<file path="src/hw/ahbl_pkg.sv">
// Shared sizes, address map, enums and bus structs for the AHB-Lite fabric; import with ahbl_pkg::*
package ahbl_pkg;

	// ========================================================================
	// Fabric sizes
	// ========================================================================

	localparam int N_MASTERS = 2;
	localparam int N_SLAVES  = 3;
	localparam int W_ADDR    = 32;
	localparam int W_DATA    = 32;

	// Index widths derived from the sizes above
	localparam int W_SEL  = 2;
	localparam int W_MIDX = $clog2(N_MASTERS);

	// Memory behind each slave port, word index is haddr[7:2]
	localparam int SRAM_WORDS = 64;
	localparam int W_WIDX     = $clog2(SRAM_WORDS);

	// ========================================================================
	// Address map
	// ========================================================================

	// Slave j sits where haddr[31:28] == j, anything above N_SLAVES-1 is unmapped
	localparam int SLAVE_BASE_BIT = 28;
	localparam int W_FIELD        = 4;

	// ========================================================================
	// Bus encodings and bundles
	// ========================================================================

	typedef enum logic [1:0] {
		IDLE   = 2'd0,
		BUSY   = 2'd1,
		NONSEQ = 2'd2,
		SEQ    = 2'd3
	} htrans_e;

	typedef enum logic {
		OKAY  = 1'b0,
		ERROR = 1'b1
	} hresp_e;

	// Address phase
	typedef struct packed {
		htrans_e           htrans;
		logic              hwrite;
		logic [W_ADDR-1:0] haddr;
	} ahbl_req_t;

	// Data phase response
	typedef struct packed {
		logic              hready_resp;
		hresp_e            hresp;
		logic [W_DATA-1:0] hrdata;
	} ahbl_resp_t;

	localparam ahbl_req_t  REQ_IDLE  = '{htrans: IDLE, hwrite: 1'b0, haddr: '0};
	localparam ahbl_resp_t RESP_IDLE = '{hready_resp: 1'b1, hresp: OKAY, hrdata: '0};

endpackage

</file>
<file path="src/hw/ahbl_sram.sv">
// Zero-wait-state word memory serving as the AHB-Lite slave behind one arbiter port
`timescale 1ns/1ps

module ahbl_sram import ahbl_pkg::*; (
	input  logic              clk,
	input  logic              rst,
	input  ahbl_req_t         req,
	input  logic              hready,
	input  logic [W_DATA-1:0] hwdata,
	output ahbl_resp_t        resp
);

	logic [W_DATA-1:0]     mem [SRAM_WORDS];
	logic [SRAM_WORDS-1:0] written;
	logic [W_WIDX-1:0]     dp_idx;
	logic                  wr_en;
	logic                  accept;

	assign accept = hready && (req.htrans == NONSEQ);

	// Write enable and per-word written flags
	always_ff @(posedge clk) begin
		if (rst) begin
			wr_en   <= 1'b0;
			written <= '0;
		end else begin
			if (hready) begin
				wr_en <= accept && req.hwrite;
			end
			if (wr_en && hready) begin
				written[dp_idx] <= 1'b1;
			end
		end
	end

	// Word index captured at the address phase, data lands at the end of the data phase
	always_ff @(posedge clk) begin
		if (accept) begin
			dp_idx <= req.haddr[2 +: W_WIDX];
		end
		if (wr_en && hready) begin
			mem[dp_idx] <= hwdata;
		end
	end

	// Never stalls, never errors; unwritten words read as zero
	always_comb begin
		resp        = RESP_IDLE;
		resp.hrdata = written[dp_idx] ? mem[dp_idx] : '0;
	end

endmodule

</file>
<file path="config.mk">
export PLATFORM = sky130hd
export DESIGN_NAME = ahbl_sram
export DESIGN_NICKNAME = d
export VERILOG_FILES = /design/src/hw/ahbl_pkg.sv /design/src/hw/ahbl_sram.sv
export SDC_FILE = /design/constraint.sdc
export NUM_CORES = 2
export LEC_CHECK = 0
export ABC_AREA = 1
export BUFFER_PORTS_ARGS = -buffer_cell sky130_fd_sc_hd__buf_2
export CAP_MARGIN = 20
export CELL_PAD_IN_SITES_DETAIL_PLACEMENT = 1
export CELL_PAD_IN_SITES_GLOBAL_PLACEMENT = 1
export CORE_MARGIN = 4
export CORE_UTILIZATION = 55
export DETAILED_ROUTE_END_ITERATION = 8
export PLACE_DENSITY_LB_ADDON = 0.1
export SLEW_MARGIN = 20
export SYNTH_ARGS = -nofsm -noshare
export SYNTH_HDL_FRONTEND = slang
export SYNTH_SLANG_ARGS = --single-unit
</file>
<file path="constraint.sdc">
create_clock -name clk -period 6.8 [get_ports clk]
set_input_delay 0.68 -clock clk [delete_from_list [all_inputs] [get_ports clk]]
set_output_delay 0.68 -clock clk [all_outputs]
set_load 0.05 [all_outputs]
</file>
Word-level counts from Yosys, hierarchy flattened
Memories as Yosys holds them, arrays and structs flattened. A register that Yosys moved wholly into a read port is not among the register bits.
Cells that the tools add are included.
- register bits: 71
- latch bits: 0
- bits in writable memories: 2048
- ROM bits: 0
- input bits: 70
- output and inout bits: 34
- memories: 1
- $add $sub $neg: 0
- multipliers: 0
- div/mod/pow operators: 0
- $lt $le $gt $ge: 2
- eq/ne operators: 1
- shift operators: 0
- multiplexer cells: 8
- bitwise operators: 1
- reduce and logical (&&, ||, !) cells: 4
- memory list (name ; words ; width ; read ports ; clocked after Yosys merged registers in ; wr ports ; RTL line ; text):
    mem ; 64 ; 32 ; 1 ; 1 ; 1 ; ahbl_sram.sv:13 ; logic [W_DATA-1:0] mem [SRAM_WORDS];
- operators by type and width (cell ; count):
    $or 64x64->64 ; 1
    $mux 32 ; 1
    $lt 6x7->1 const B ; 1
    $bmux 1 s6 ; 1
    $demux 1 s6 ; 1
    $ge 6x1->1 const B ; 1
    $mux 6 ; 1
    $logic_and 1x1->1 ; 4
    $mux 1 ; 4
    $eq 2x2->1 const B ; 1

Depth between registers and ports, before layout
- word-level depth: 5
- gate-level depth with buffers: 16
- gate-level depth less buffers: 13

Worst setup path after synthesis
OpenSTA, ideal clock, no wires.
- kind: flip-flop to flip-flop
- start: register dp_idx[0]
- end: memory mem[40][0] (enable)
- library setup time: 0.464 ns
- data arrival time: 3.167 ns
- path slack: 3.169 ns
- stages on the path, launching flop included: 6
- clock period less this slack: 3.631 ns
- cells stage by stage: edfxtp_1 buf_6 buf_6 nor3_1 inv_1 nor3_1
- RTL lines (element ; RTL line ; text):
    start, declared ; ahbl_sram.sv:15 ; logic [W_WIDX-1:0] dp_idx;
    start signal, assigned ; ahbl_sram.sv:39 ; dp_idx <= req.haddr[2 +: W_WIDX];
    end, declared ; ahbl_sram.sv:13 ;
Straight into the memory's write port.

==> flow_metrics.py <==
metrics = {
    "setup_path": {
        "critPathMaxStageDelay_ns": 0.83,
        "start_kind": "register",
        "path_cells": "buf_4, buf_12, nand3_1, nand3_1, nand3_1, nand3_1, nand3_1, nand2_1, nor2_1, buf_2",
        "worst-path-buf-inv": 3,
        "cpMostUsedCell": "nand3_1",
        "end_kind": "primary output",
        "critPathKind": "reg2out",
        "cp.arrival_ns": 4.65,
        "worstPathRequired_ns": 6.12,
        "cp_slowest_cell": "dfxtp_4",
        "path_max_fanout": 137,
        "critPathTopFamily": "simple AND/OR/NAND/NOR gates",
        "r2r_slack_ns": 2.54,
    },
    "yosys": {
        "yosysTopAreaCell": "edfxtp_1",
        "synth_fp_nets": 7253,
        "synth.avg_cell_area_um2": 11.9,
        "synth_area_leaders": "edfxtp_1 72%, nand3_1 10%, nand2_1 9.9%",
        "synth_seq_area_share": 0.740,
        "ys_types": 23,
        "synthCells": 7183,
        "syn_area_um2": 85300,
        "yosysWarnings": 0,
        "yosysTopAreaCellShare": 0.723,
        "ys_seq_elements": 2125,
    },
    "placement": {
        "postPlaceCellArea_um2": 87800,
        "dp_cells": 8983,
        "portBuffers": 75,
        "pre_cts_ws_ns": 2.23,
        "gp_congestion": 0.800,
        "place.detailed.hpwl_um": 143000,
    },
    "layout": {
        "fillerInstances": 15300,
        "fin_util": 0.613,
        "layout.cells.non_filler": 9380,
        "area_growth_syn_to_layout_pct": 10.7,
        "layout.nets": 7222,
        "final_layout_size_suffix_gt1_frac": 0.0813,
        "final_cell_area_um2": 94400,
    },
    "sta": {
        "worst_slew_pin_slew_ns": 1.33,
        "slew_headroom": 0.115,
        "hold_violations": 0,
        "postLayoutSetupSlackWorst_ns": 1.47,
        "rsz0062_at_grt": "false",
        "finClkSkew_ns": 0.0256,
        "setup_viol": 0,
        "fmax_ghz": 0.188,
        "hold_slack_ns": 0.108,
        "fin_tns_setup_ns": 0,
        "timing.final.crit_period_ns": 5.33,
        "final.period_utilization": 0.783,
        "slew_viol_final": 0,
    },
    "outcome": {
        "status": "complete, no violations",
    },
    "grt": {
        "gr-total-overflow": 0,
        "use_met1": 0.459,
        "grt_use_total": 0.340,
        "grt_pass1_vias": 62000,
        "grt_util_met3": 0.0473,
        "antenna_found_initial": 19,
        "grt_max_degree": 214,
        "grt_pass1_wl_um": 404000,
        "grt_use_met2": 0.557,
        "busiest_layer": "met2",
    },
    "detailed_routing": {
        "drt-initial-drc-count": 6972,
        "dr.pass1.iters": 5,
        "drt-wirelength-per-cell_um": 29.4,
        "routed_wl_um": 276000,
        "drc_errors": 0,
        "vias_per_cell": 6.29,
        "ant_nets": 0,
        "routed-via-count": 59000,
    },
    "floorplan": {
        "fp.coreArea_um2": 154000,
        "ios": 104,
        "die_w_um": 402,
        "num_rows": 144,
        "die_area_um2": 161000,
        "die_h_um": 402,
        "start_util": 0.554,
    },
    "clock_tree": {
        "cts_made_buffers": 210,
        "clock_sinks": 2125,
        "clkLatencyLatePin_ns": 0.84,
        "cts-root-buf": "clkbuf_16",
        "clock_path_buffers": 3,
        "cts_resized": 0,
        "cts_hold_buf": 0,
        "htree_levels": 4,
        "cts_tree": "yes",
        "cts_setup_buffers": 0,
        "clkSlewWorstSetupHoldPaths_ns": 0.06,
    },
    "pwr": {
        "p_leak_nw": 33.1,
        "p_per_area_nw_per_um2": 293,
        "ir_drop_v": 0.000232,
        "power_mw": 27.7,
    },
    "run": {
        "drv_cap": 0,
    },
    "hold_path": {
        "hp-class": "in2reg",
    },
}
[sequential cells by signal (all words and copies together), names as in the netlist, named ones only]
register	flops
mem	2048
written	64
dp_idx	6
wr_en	1
[synthesized netlist by cell type]
cell,count
o21ai_1,7
nand2_1,2259
edfxtp_1,2054
o22ai_1,31
nand3_1,1782
o21ba_2,3
inv_2,1
nor2_1,338
dfxtp_1,71
conb_1,2
inv_1,37
buf_1,57
buf_2,215
inv_4,3
nand4_1,4
buf_4,78
nor3_1,14
a21oi_1,38
buf_6,16
clkbuf_1,105
nand2_2,1
buf_8,1
o21ai_0,66
[layer usage]
| layer | wire length (um) | part of all wire |
|---|---|---|
| met5 | 0 | 0 |
| met4 | 12900 | 0.047 |
| met3 | 21700 | 0.079 |
| met2 | 134000 | 0.48 |
| met1 | 108000 | 0.39 |
[logic make-up (layout without fill, tap and decap cells)]
group	after synthesis	after routing	share of synthesized area
other	2	3	0.0000881
DFF	2125	2125	0.740
buffers and inverters	513	665	0.0308
AOI/OAI and AO/OA	145	145	0.00914
and+or+nand+nor	4398	4398	0.220
[layout make-up]
class	count	area, um^2	area share
multi-input cells	4545	20000	0.212
clock buffers	287	5740	0.0608
inverters	41	203	0.00215
clock inverters	108	891	0.00943
flip-flops and latches	2125	63100	0.668
well taps	2044	2560	0.0271
diodes	1	2.50	0.0000265
repair buffers	229	1880	0.0199
[layout by cell type, fill, tap and decap left out]
cell           n
dfxtp_1       65
bufinv_16     13
clkinvlp_4     1
nor3_1        12
dfxtp_2        1
clkbuf_8       9
nand3_1     1782
buf_12        22
inv_16         3
o21ba_2        3
nor2_4        62
inv_8          1
edfxtp_1    2054
inv_6          6
conb_1         2
nand2_4        1
nand4_1        4
clkinv_2      40
clkbuf_16    215
clkbuf_1      63
buf_4        133
clkinv_8       4
inv_1         34
diode_2        1
o22ai_1       31
nand2_1     2259
o21ai_0       66
inv_4          1
buf_2         71
buf_16         3
o21ai_1        7
clkinv_1      46
a21oi_1       38
nor3_2         2
nor2_1       276
dfxtp_4        5
[worst paths after layout]
kind              cells past startpoint           to         from
setup / recovery                     10     resp[16]     register
hold / removal                        1    dp_idx[0]       req[2]
setup reg to reg                      5   mem[60][9]    dp_idx[1]
hold reg to reg                       2  written[50]  written[50]
[power breakdown]
part	internal, mW	switching [mW]	total [mW]	leakage, nW
clock network	6.39	4.96	11.3	3.26
logic	0.446	1.49	1.94	10.8
registers	14.4	0.0453	14.4	19.0
total	21.2	6.50	27.7	33.1
Power figures use the tool's default switching activity.
